`src/l2_tag_pkg.sv`:
```
package l2_tag_pkg;

    ////////////////////////////////////////
    // Cache geometry
    ////////////////////////////////////////

    localparam int SET_BITS = 4;
    localparam int NUM_SETS = 1 << SET_BITS;
    localparam int TAG_BITS = 25;
    localparam int NUM_WAYS = 4;
    localparam int WAY_BITS = 2;

    ////////////////////////////////////////
    // Vector types
    ////////////////////////////////////////

    typedef logic [SET_BITS-1:0] set_idx_t;
    typedef logic [TAG_BITS-1:0] tag_t;
    typedef logic [NUM_WAYS-1:0] way_mask_t;
    typedef logic [WAY_BITS-1:0] way_idx_t;

    // Command strobe encoding
    typedef enum logic [1:0] {
        CMD_NONE   = 2'd0,
        CMD_LOOKUP = 2'd1,
        CMD_FILL   = 2'd2,
        CMD_INV    = 2'd3
    } cmd_t;

    typedef enum logic {
        ST_INIT = 1'b0,
        ST_RUN  = 1'b1
    } ctrl_state_t;

endpackage

```
`src/l2_tag_ctrl.sv`:
```
`timescale 1ns/10ps

module l2_tag_ctrl
    import l2_tag_pkg::*;
(
    input  logic      clk,
    input  logic      rst_n,
    input  cmd_t      cmd,
    input  set_idx_t  cmd_set,
    input  tag_t      cmd_tag,
    input  way_idx_t  cmd_way,
    output logic      ready,
    output set_idx_t  rd_set,
    output tag_t      cmp_tag,
    output set_idx_t  wr_set,
    output tag_t      wr_tag,
    output way_mask_t wr_we,
    output way_mask_t wr_inv,
    output logic      clr,
    output way_idx_t  clr_way,
    input  way_mask_t hit,
    input  way_idx_t  victim,
    output set_idx_t  lu_set,
    output logic      touch,
    output set_idx_t  touch_set,
    output way_idx_t  touch_way,
    output logic      resp_valid,
    output logic      resp_hit,
    output way_idx_t  resp_way,
    output way_idx_t  resp_victim
);

    ctrl_state_t                  state;
    logic [SET_BITS+WAY_BITS-1:0] sweep_cnt;
    logic                         is_lookup;
    logic                         is_fill;
    logic                         is_inv;
    way_mask_t                    cmd_mask;
    tag_t                         lk_tag;
    logic                         lk_valid;
    logic                         s2_valid;
    way_idx_t                     hit_way;
    logic                         hit_touch;
    logic                         fill_touch;
    logic                         hold_valid;
    set_idx_t                     hold_set;
    way_idx_t                     hold_way;

    function automatic way_idx_t encode_way(way_mask_t mask);
        way_idx_t idx;
        idx = '0;
        for (int w = 0; w < NUM_WAYS; w++) begin
            if (mask[w]) begin
                idx = way_idx_t'(w);
            end
        end
        return idx;
    endfunction

    assign ready     = (state == ST_RUN);
    assign is_lookup = ready && (cmd == CMD_LOOKUP);
    assign is_fill   = ready && (cmd == CMD_FILL);
    assign is_inv    = ready && (cmd == CMD_INV);
    assign cmd_mask  = way_mask_t'(1) << cmd_way;

    ////////////////////////////////////////
    // Init sweep, way changes fastest
    ////////////////////////////////////////

    always_ff @(posedge clk) begin
        if (!rst_n) begin
            state     <= ST_INIT;
            sweep_cnt <= '0;
            clr       <= 1'b0;
        end else begin
            clr <= (state == ST_INIT);
            if (state == ST_INIT) begin
                sweep_cnt <= sweep_cnt + 1'b1;
                if (sweep_cnt == (SET_BITS+WAY_BITS)'(NUM_SETS * NUM_WAYS - 1)) begin
                    state <= ST_RUN;
                end
            end
        end
    end

    // Shared write address, sweep or staged command
    always_ff @(posedge clk) begin
        if (state == ST_INIT) begin
            wr_set  <= sweep_cnt[SET_BITS+WAY_BITS-1:WAY_BITS];
            clr_way <= sweep_cnt[WAY_BITS-1:0];
        end else if (is_fill || is_inv) begin
            wr_set <= cmd_set;
            wr_tag <= cmd_tag;
        end
    end

    ////////////////////////////////////////
    // Lookup pipeline
    ////////////////////////////////////////

    always_ff @(posedge clk) begin
        if (is_lookup) begin
            rd_set <= cmd_set;
            lk_tag <= cmd_tag;
        end
        cmp_tag     <= lk_tag;
        lu_set      <= rd_set;
        resp_hit    <= |hit;
        resp_way    <= hit_way;
        resp_victim <= victim;
    end

    always_ff @(posedge clk) begin
        if (!rst_n) begin
            wr_we      <= '0;
            wr_inv     <= '0;
            lk_valid   <= 1'b0;
            s2_valid   <= 1'b0;
            resp_valid <= 1'b0;
        end else begin
            wr_we      <= is_fill ? cmd_mask : '0;
            wr_inv     <= is_inv ? cmd_mask : '0;
            lk_valid   <= is_lookup;
            s2_valid   <= lk_valid;
            resp_valid <= s2_valid;
        end
    end

    ////////////////////////////////////////
    // PLRU touch merge
    ////////////////////////////////////////

    assign hit_way    = encode_way(hit);
    assign hit_touch  = s2_valid && (|hit);
    assign fill_touch = |wr_we;

    // Fill first, then a held hit, then a fresh hit
    always_comb begin
        touch     = 1'b1;
        touch_set = lu_set;
        touch_way = hit_way;
        if (fill_touch) begin
            touch_set = wr_set;
            touch_way = encode_way(wr_we);
        end else if (hold_valid) begin
            touch_set = hold_set;
            touch_way = hold_way;
        end else begin
            touch = hit_touch;
        end
    end

    // A hit that lost the arbitration waits one cycle here
    always_ff @(posedge clk) begin
        if (!rst_n) begin
            hold_valid <= 1'b0;
        end else if (hit_touch && (fill_touch || hold_valid)) begin
            hold_valid <= 1'b1;
        end else if (!fill_touch) begin
            hold_valid <= 1'b0;
        end
    end

    always_ff @(posedge clk) begin
        if (hit_touch && (fill_touch || hold_valid)) begin
            hold_set <= lu_set;
            hold_way <= hit_way;
        end
    end

endmodule

```
`src/l2_tag_top.sv`:
```
`timescale 1ns/10ps

module l2_tag_top
    import l2_tag_pkg::*;
(
    input  logic     clk,
    input  logic     rst_n,
    input  cmd_t     cmd,
    input  set_idx_t cmd_set,
    input  tag_t     cmd_tag,
    input  way_idx_t cmd_way,
    output logic     ready,
    output logic     resp_valid,
    output logic     resp_hit,
    output way_idx_t resp_way,
    output way_idx_t resp_victim
);

    set_idx_t  rd_set;
    tag_t      cmp_tag;
    set_idx_t  wr_set;
    tag_t      wr_tag;
    way_mask_t wr_we;
    way_mask_t wr_inv;
    logic      clr;
    way_idx_t  clr_way;
    way_mask_t hit;
    way_idx_t  victim;
    set_idx_t  lu_set;
    logic      touch;
    set_idx_t  touch_set;
    way_idx_t  touch_way;

    l2_tag_ctrl u_ctrl (
        .clk         (clk),
        .rst_n       (rst_n),
        .cmd         (cmd),
        .cmd_set     (cmd_set),
        .cmd_tag     (cmd_tag),
        .cmd_way     (cmd_way),
        .ready       (ready),
        .rd_set      (rd_set),
        .cmp_tag     (cmp_tag),
        .wr_set      (wr_set),
        .wr_tag      (wr_tag),
        .wr_we       (wr_we),
        .wr_inv      (wr_inv),
        .clr         (clr),
        .clr_way     (clr_way),
        .hit         (hit),
        .victim      (victim),
        .lu_set      (lu_set),
        .touch       (touch),
        .touch_set   (touch_set),
        .touch_way   (touch_way),
        .resp_valid  (resp_valid),
        .resp_hit    (resp_hit),
        .resp_way    (resp_way),
        .resp_victim (resp_victim)
    );

    // Valid bits are only consumed through the hit compare
    l2_tag_valid u_array (
        .clk     (clk),
        .rd_set  (rd_set),
        .cmp_tag (cmp_tag),
        .wr_set  (wr_set),
        .wr_tag  (wr_tag),
        .wr_we   (wr_we),
        .wr_inv  (wr_inv),
        .clr     (clr),
        .clr_way (clr_way),
        .hit     (hit),
        .valid   ()
    );

    plru_tree u_plru (
        .clk       (clk),
        .rst_n     (rst_n),
        .lu_set    (lu_set),
        .victim    (victim),
        .touch     (touch),
        .touch_set (touch_set),
        .touch_way (touch_way)
    );

endmodule

```
`src/l2_tag_valid.sv`:
```
`timescale 1ns/10ps

module l2_tag_valid
    import l2_tag_pkg::*;
(
    input  logic      clk,
    input  set_idx_t  rd_set,
    input  tag_t      cmp_tag,
    input  set_idx_t  wr_set,
    input  tag_t      wr_tag,
    input  way_mask_t wr_we,
    input  way_mask_t wr_inv,
    input  logic      clr,
    input  way_idx_t  clr_way,
    output way_mask_t hit,
    output way_mask_t valid
);

    logic [NUM_SETS-1:0] valid_bits [NUM_WAYS];
    way_mask_t           clr_mask;
    way_mask_t           kill;
    way_mask_t           fill;
    way_mask_t           valid_q;
    logic                same_set;
    tag_t                ram_din;
    tag_t                ram_tag [NUM_WAYS];

    ////////////////////////////////////////
    // Write side decode
    ////////////////////////////////////////

    // Clear beats invalidate, invalidate beats set
    always_comb begin
        clr_mask = '0;
        if (clr) begin
            clr_mask[clr_way] = 1'b1;
        end
        kill = clr ? clr_mask : wr_inv;
        fill = clr ? '0 : wr_we;
    end

    assign same_set = (wr_set == rd_set);

    // Cleared ways get an all-zero tag
    assign ram_din = clr ? '0 : wr_tag;

    always_ff @(posedge clk) begin
        for (int w = 0; w < NUM_WAYS; w++) begin
            if (kill[w]) begin
                valid_bits[w][wr_set] <= 1'b0;
            end else if (fill[w]) begin
                valid_bits[w][wr_set] <= 1'b1;
            end
        end
    end

    ////////////////////////////////////////
    // Registered valid read
    ////////////////////////////////////////

    // A write to the set being read wins over the stored bit
    always_ff @(posedge clk) begin
        for (int w = 0; w < NUM_WAYS; w++) begin
            if (same_set && kill[w]) begin
                valid_q[w] <= 1'b0;
            end else if (same_set && fill[w]) begin
                valid_q[w] <= 1'b1;
            end else begin
                valid_q[w] <= valid_bits[w][rd_set];
            end
        end
    end

    assign valid = valid_q;

    ////////////////////////////////////////
    // Tag RAMs and compare
    ////////////////////////////////////////

    for (genvar w = 0; w < NUM_WAYS; w++) begin : g_way
        tag_ram #(
            .WIDTH(TAG_BITS)
        ) u_tag_ram (
            .clk   (clk),
            .waddr (wr_set),
            .din   (ram_din),
            .we    (fill[w] | clr_mask[w]),
            .raddr (rd_set),
            .dout  (ram_tag[w])
        );

        assign hit[w] = valid_q[w] && (ram_tag[w] == cmp_tag);
    end

endmodule

```
`src/plru_tree.sv`:
```
`timescale 1ns/10ps

module plru_tree
    import l2_tag_pkg::*;
(
    input  logic     clk,
    input  logic     rst_n,
    input  set_idx_t lu_set,
    output way_idx_t victim,
    input  logic     touch,
    input  set_idx_t touch_set,
    input  way_idx_t touch_way
);

    // Bit 0 is the root, bit 1 covers ways 0/1, bit 2 covers ways 2/3
    logic [2:0] tree [NUM_SETS];
    logic [2:0] lu_bits;

    assign lu_bits = tree[lu_set];

    ////////////////////////////////////////
    // Victim selection
    ////////////////////////////////////////

    always_comb begin
        if (lu_bits[0]) begin
            victim = {1'b1, lu_bits[2]};
        end else begin
            victim = {1'b0, lu_bits[1]};
        end
    end

    ////////////////////////////////////////
    // Update on use
    ////////////////////////////////////////

    // Path bits are pointed away from the touched way
    always_ff @(posedge clk) begin
        if (!rst_n) begin
            for (int s = 0; s < NUM_SETS; s++) begin
                tree[s] <= '0;
            end
        end else if (touch) begin
            tree[touch_set][0] <= ~touch_way[1];
            if (touch_way[1]) begin
                tree[touch_set][2] <= ~touch_way[0];
            end else begin
                tree[touch_set][1] <= ~touch_way[0];
            end
        end
    end

endmodule

```
`src/tag_ram.sv`:
```
`timescale 1ns/10ps

module tag_ram
    import l2_tag_pkg::*;
#(
    parameter int WIDTH = TAG_BITS
) (
    input  logic             clk,
    input  set_idx_t         waddr,
    input  logic [WIDTH-1:0] din,
    input  logic             we,
    input  set_idx_t         raddr,
    output logic [WIDTH-1:0] dout
);

    logic [WIDTH-1:0] mem [1 << SET_BITS];

    always_ff @(posedge clk) begin
        if (we) begin
            mem[waddr] <= din;
        end
    end

    // Write-first read port
    always_ff @(posedge clk) begin
        if (we && (waddr == raddr)) begin
            dout <= din;
        end else begin
            dout <= mem[raddr];
        end
    end

endmodule

```
`config.mk`:
```
export PLATFORM = sky130hd
export DESIGN_NAME = l2_tag_top
export DESIGN_NICKNAME = d
export VERILOG_FILES = /design/src/l2_tag_pkg.sv /design/src/l2_tag_ctrl.sv /design/src/l2_tag_top.sv /design/src/l2_tag_valid.sv /design/src/plru_tree.sv /design/src/tag_ram.sv
export SDC_FILE = /design/constraint.sdc
export NUM_CORES = 2
export LEC_CHECK = 0
export ABC_AREA = 1
export CAP_MARGIN = 15
export CORE_MARGIN = 4
export CORE_UTILIZATION = 40
export DETAILED_ROUTE_END_ITERATION = 7
export DONT_BUFFER_PORTS = 1
export HOLD_SLACK_MARGIN = 0.08
export PLACE_DENSITY = 0.56
export SLEW_MARGIN = 20
export SYNTH_ARGS = -nofsm -noshare
export SYNTH_HDL_FRONTEND = slang
export SYNTH_SLANG_ARGS = --single-unit
```
`constraint.sdc`:
```
create_clock -name clk -period 5.2 [get_ports clk]
set_clock_uncertainty 0.15 [all_clocks]
set_input_delay 1.04 -clock clk [delete_from_list [all_inputs] [get_ports clk]]
set_output_delay 1.04 -clock clk [all_outputs]
set_load 0.05 [all_outputs]
```
After elaboration in Yosys (flattened, before gate mapping)
Memory sizes are Yosys's and may differ from the RTL's. A register that Yosys moved wholly into a read port is not among the register bits.
Cells that the tools add are included.
{"block": "totals", "word_cells": 293, "out_inout_bits": 7, "ram_bits": 1712, "in_bits": 35, "memories": 6, "regBits": 124}
{"name": "u_array.g_way[0].u_tag_ram.mem", "depth": 16, "word_bits": 25, "rd": 1, "rd_clocked_by_memory_dff": 1, "write_ports": 1, "line": "tag_ram.sv:16", "text": "logic [WIDTH-1:0] mem [1 << SET_BITS];"}
{"name": "u_array.g_way[1].u_tag_ram.mem", "depth": 16, "word_bits": 25, "rd": 1, "rd_clocked_by_memory_dff": 1, "write_ports": 1, "line": "tag_ram.sv:16"}
{"name": "u_array.g_way[2].u_tag_ram.mem", "depth": 16, "word_bits": 25, "rd": 1, "rd_clocked_by_memory_dff": 1, "write_ports": 1, "line": "tag_ram.sv:16"}
{"name": "u_array.g_way[3].u_tag_ram.mem", "depth": 16, "word_bits": 25, "rd": 1, "rd_clocked_by_memory_dff": 1, "write_ports": 1, "line": "tag_ram.sv:16"}
{"name": "u_array.valid_bits", "depth": 4, "word_bits": 16, "rd": 4, "rd_clocked_by_memory_dff": 0, "write_ports": 4, "line": "l2_tag_valid.sv:19", "text": "logic [NUM_SETS-1:0] valid_bits [NUM_WAYS];"}
{"name": "u_plru.tree", "depth": 16, "word_bits": 3, "rd": 1, "rd_clocked_by_memory_dff": 1, "write_ports": 16, "line": "plru_tree.sv:16", "text": "logic [2:0] tree [NUM_SETS];"}
{"block": "classes", "reduce_logical": 27, "n_eq_ne": 11, "addsub": 1, "muxes": 146, "shifts": 1, "n_bitwise": 71, "n_lt_le_gt_ge": 5}
{"cell": "$mux W16", "n": 8}
{"cell": "$mux W1", "n": 114}
{"cell": "$eq A25 B25 Y1", "n": 4}
{"cell": "$or A1 B1 Y1", "n": 68}
{"cell": "$mux W4", "n": 8}
{"cell": "$mux W25", "n": 1}
{"cell": "$logic_and A1 B1 Y1", "n": 19}
{"cell": "$bmux W1 S4", "n": 4}
{"cell": "$mux W2", "n": 7}
{"cell": "$lt A4 B5 Y1 const B", "n": 2}
{"cell": "$reduce_or A4 Y1", "n": 2}
{"cell": "$add A6 B1 Y6 const B", "n": 1}
{"cell": "$eq A6 B6 Y1 const B", "n": 1}
{"cell": "$mux W3", "n": 2}
{"cell": "$reduce_and A2 Y1", "n": 3}
{"cell": "$demux W1 S4", "n": 1}
{"cell": "$eq A2 B2 Y1 const B", "n": 2}
{"cell": "$eq A4 B4 Y1", "n": 1}
{"cell": "$ge A4 B1 Y1 const B", "n": 1}
{"cell": "$ne A2 B2 Y1 const B", "n": 2}
{"cell": "$shl A1 B2 Y4 const A", "n": 1}
{"cell": "$lt A2 B3 Y1 const B", "n": 1}
{"cell": "$not A1 Y1", "n": 3}
{"cell": "$reduce_or A3 Y1", "n": 1}
{"cell": "4 further kinds", "n": 5}

Logic depth before layout (Yosys ltp)
{"block": "depth", "depth_word": 13, "depth_mapped": 26}

Modules after synthesis
Synthesis repeated with hierarchy kept, for this count alone.
{"block": "unflattened", "cells_unflattened": 7970, "hier_area_um2": 81309.2}
{"mod": "tag_ram", "seq_area_each_um2": 12091.6, "cells_per_inst": 1641, "area_per_inst_um2": 17431.7, "instances": 4}
{"mod": "l2_tag_valid", "seq_area_each_um2": 1841.8, "cells_per_inst": 812, "area_per_inst_um2": 5180.0, "instances": 1}
{"mod": "l2_tag_ctrl", "seq_area_each_um2": 3062.9, "cells_per_inst": 233, "area_per_inst_um2": 3617.2, "instances": 1}
{"mod": "plru_tree", "seq_area_each_um2": 1441.4, "cells_per_inst": 361, "area_per_inst_um2": 2785.2, "instances": 1}

Worst setup path after synthesis
Ideal clock, no wire load.
{"block": "synth_path", "path_kind": "in2reg", "startpoint": "in cmd[1]", "endpoint": "reg u_ctrl.lk_tag[0], enable pin", "path_slack_ns": 2.095, "path_stages": 3, "setup_time_ns": 0.415, "path_buffers": 0, "arrival_time_ns": 2.540, "required_time_ns": 4.635, "path_cell_list": "nand2_1 > nand2_1 > nor2_1"}
{"block": "synth_between", "elab_chain_cells": 2}
{"item": "start: declaration", "line": "l2_tag_top.sv:8", "text": "input cmd_t cmd,"}
{"item": "$eq A2 B1 Y1", "line": "l2_tag_ctrl.sv:61", "text": "assign is_lookup = ready && (cmd == CMD_LOOKUP);"}
{"item": "$logic_and A1 B1 Y1", "line": "l2_tag_ctrl.sv:61"}
{"item": "via u_ctrl.is_lookup", "line": "l2_tag_ctrl.sv:35", "text": "logic is_lookup;"}
{"item": "end signal: assignment", "line": "l2_tag_ctrl.sv:104", "text": "lk_tag <= cmd_tag;"}
{"item": "end: declaration", "line": "l2_tag_ctrl.sv:39", "text": "tag_t lk_tag;"}
The timed path passes the listed nets, and every way through them passes these cells.
A chain may end at the register's enable or synchronous reset.

==> reports/qor.yml <==
critical_path_depth: 21
p_switching_w: 0.006055
required_ns: 5.57
syn_avg_cell_area_um2: 11.04
drv_slew: 0
core_area_um2: 190600
fin_crit_ns: 4.778
ys_types: 41
cts-root-buf: "clkbuf_16"
synthCells: 6957
fmax_mhz: 209.3
synth_common_cells: "1762 x edfxtp_1, 1466 x nand2_1, 1196 x nor2_1"
nFillCells: 17310
io_pins: 42
cpPeakStageDelay_ns: 0.46
dr.pass1.iters: 6
grt_pass1_vias: 49270
cts_buffers: 190
cp_common_cell: "nand2_1"
grt_overflow: 0
critPathTopFamily: "simple AND/OR/NAND/NOR gates"
finalPower_w: 0.03006
grt_pass1_wl_um: 341200
min_delay_path_depth: 1
synth_edf_count: 1762
r2r_setup_slack_ns: 0.42
worstSetupEndpointType: "flop"
cts_tree: "yes"
hpwl_um: 134600
setup_viol: 0
clockBufferDepth: 3
hold_viol_final: 0
setup_tns_ns: 0
vias: 52570
synth_area_leader_cell: "edfxtp_1"
reg2regPathDepth: 21
critPathLaunchType: "flop"
die_w_um: 446.1
critPathKind: "reg -> reg"
synth_top_area_frac: 0.6891
slowest_stage: "dfxtp_4"
worst-path-buf-inv: 3
synth_fp_nets: 6993
synth_area_um2: 76780
ys_ff_latch: 1836
syn2layout_area_growth_pct: 12.84
worstMarginPinSlew_ns: 1.169
final_core_util: 0.4546
fin_crit_sh: 0.9188
cts_max_level: 4
synth_warnings: 0
status: "complete, no violations"
synth_area_leaders: "edfxtp_1 69%, nand2_1 7.2%, nor2_1 5.8%"
cts_resized: 0
die_height_um: 446.1
pwr-share-clk: 0.452
leakage_nw: 32.00
die_area_um2: 199000
hp-class: "in -> reg"
grt_max_degree: 130
drtIter0Drc: 6328
ir_drop_v: 0.0003772
viasPerCell: 5.452
antenna_found_initial: 12
p_int_w: 0.02400
synth-async-reset-ratio: 0
worstPathArrival_ns: 5.15
rows: 160
start_util: 0.4029
power.density_nw_per_um2: 346.9
holdBufCountCts: 0
p_comb_frac: 0.010
maxCapViolCount: 0
crit_fanout: 124
place.port_buffers: 0
p_sw_frac: 0.2014
power_frac_seq: 0.538
drc_errors: 0
gp_congestion: 0.8995
synth_flop_cell: "edfxtp_1"
ant_nets: 0
yosysSeqAreaShare: 0.7084
grt.total_usage: 0.2346
path_cells: "inv_16 -> buf_12 -> nand2_1 -> nand2_1 -> nand2_1 -> nand3_1 -> nand3_1 -> nand2_1 -> nand2_1 -> nand2_1 -> nand3_1 -> nor2_1 -> nand3_1 -> nor2_1 -> buf_4 -> nor2_1 -> nand2_2 -> nand2_2 -> nand2_4 -> nand4_1 -> nand2_1"
rsz0062_at_grt: "no"
synth_most_common_cell: "edfxtp_1"
clk_pin_slew_ns: 0.06
fin_hold_ws_ns: 0.1590
clock_latency_ns: 0.82
cts_setup_buffers: 0
max_slew_margin: 0.2189
drive_gt1_frac: 0.07995
cts.sinks: 1836
wl_per_cell_um: 24.68
wirelength_um: 237900
fin_nets: 6991
-- power groups by stage --
stage | Sequential [W] | Combinational, W | Clock (W)
6_report | 0.0162 | 0.000295 | 0.0136
2_1_floorplan | 0.0165 | 0.000146 | 0
4_1_cts | 0.0162 | 0.000292 | 0.0138
5_1_grt | 0.0162 | 0.000314 | 0.0144
3_5_place_dp | 0.0165 | 0.000291 | 0
3_3_place_gp | 0.0165 | 0.000285 | 0
-- worst register-to-register path: stages (launching register included) --
cell     delay [ns]
dfxtp_4        0.46
inv_16         0.48
buf_12         0.45
nand2_1        0.12
nand2_1        0.07
nand2_1        0.05
nand3_1        0.09
nand3_1        0.24
nand2_1        0.19
nand2_1        0.07
nand2_1        0.06
nand3_1        0.07
nor2_1         0.10
nand3_1        0.32
nor2_1         0.31
buf_4          0.16
nor2_1         0.10
nand2_2        0.09
nand2_2        0.07
nand2_4        0.39
nand4_1        0.31
nand2_1        0.15
-- cell usage in the layout, fill, tap and decap left out, types with 2 or more instances in the layout --
master / n
a31oi_1: 2
nand4_1: 30
clkinv_8: 5
o221ai_1: 8
clkbuf_8: 4
a21oi_1: 32
nor2_1: 1130
diode_2: 14
nand2_1: 1466
o21ai_2: 2
nand3_1: 780
clkbuf_1: 47
nor2_4: 53
buf_12: 37
dfxtp_4: 5
clkinvlp_4: 2
clkinv_1: 53
o211ai_1: 186
or2_2: 9
xor2_1: 3
nand2_2: 3
o22ai_1: 19
o21ai_1: 55
buf_4: 165
edfxtp_1: 1762
clkinv_2: 36
nand4_2: 5
nor3_1: 15
dfxtp_1: 69
inv_8: 2
bufinv_16: 17
clkbuf_16: 196
o21ai_0: 458
inv_16: 4
inv_2: 2
nor2_2: 13
inv_6: 2
o221a_2: 2
inv_1: 426
-- layout make-up --
type / instances / area (um^2) / share of cell area
antenna: 14 / 35.03 / 0.0004043
clock buffer: 247 / 5136 / 0.05928
clock inverter: 107 / 1022 / 0.01180
inverter: 443 / 1697 / 0.01958
multi-input combinational: 4282 / 19220 / 0.2219
sequential: 1836 / 54410 / 0.6280
tap: 2511 / 3142 / 0.03626
timing repair buffer: 202 / 1979 / 0.02284
-- layer usage --
metal  vias up  wire length [um]  GRT usage
met5         -                13          0
met4         2             10110    0.09103
met3       469             22020    0.05366
met2      2379            108900     0.3705
met1     25750             96840     0.3159
li1      23970                 -          -
-- registers in the layout (all words and copies together), names as in the netlist, 6 cells and up --
signal and flops:
u_array.valid_bits 64, u_plru.tree 48, u_array.g_way.u_tag_ram.mem 1600, u_ctrl.cmp_tag 25, u_ctrl.sweep_cnt 6, u_ctrl.wr_tag 25
u_ctrl.lk_tag 25
-- path summary, 6_finish.rpt --
kind | to | startpoint
max | u_plru.tree[13][1]$_SDFFCE_PN0P_ | u_ctrl.lu_set[0]$_DFF_P_
min | u_ctrl.wr_we[2]$_SDFF_PN0_ | cmd_way[0]
min reg2reg | u_ctrl.cmp_tag[18]$_DFF_P_ | u_ctrl.lk_tag[18]$_DFFE_PP_
max reg2reg | u_plru.tree[13][1]$_SDFFCE_PN0P_ | u_ctrl.lu_set[0]$_DFF_P_
-- kinds of logic after synthesis --
logic type / share of synthesized area
compound gates: 0.05754
xor+xnor: 0.0003423
fa+ha+maj: 0.0001629
buf+inv: 0.04691
flops: 0.7084
mux: 0.0001466
simple gates: 0.1865
-- metrics by stage --
step / instance area [um^2] / std cells / setup WS [ns]
final: 86650 / 9642 / 0.4221
after global routing: 86610 / 9628 / 0.1113
after CTS: 86570 / 9626 / 0.5079
after detailed placement: 80410 / 9272 / 0.5206
after global placement: 80410 / 9272 / 0.5859
after floorplan: 76780 / 6957 / 2.095
Note: power is estimated with default switching activity, not from simulation.
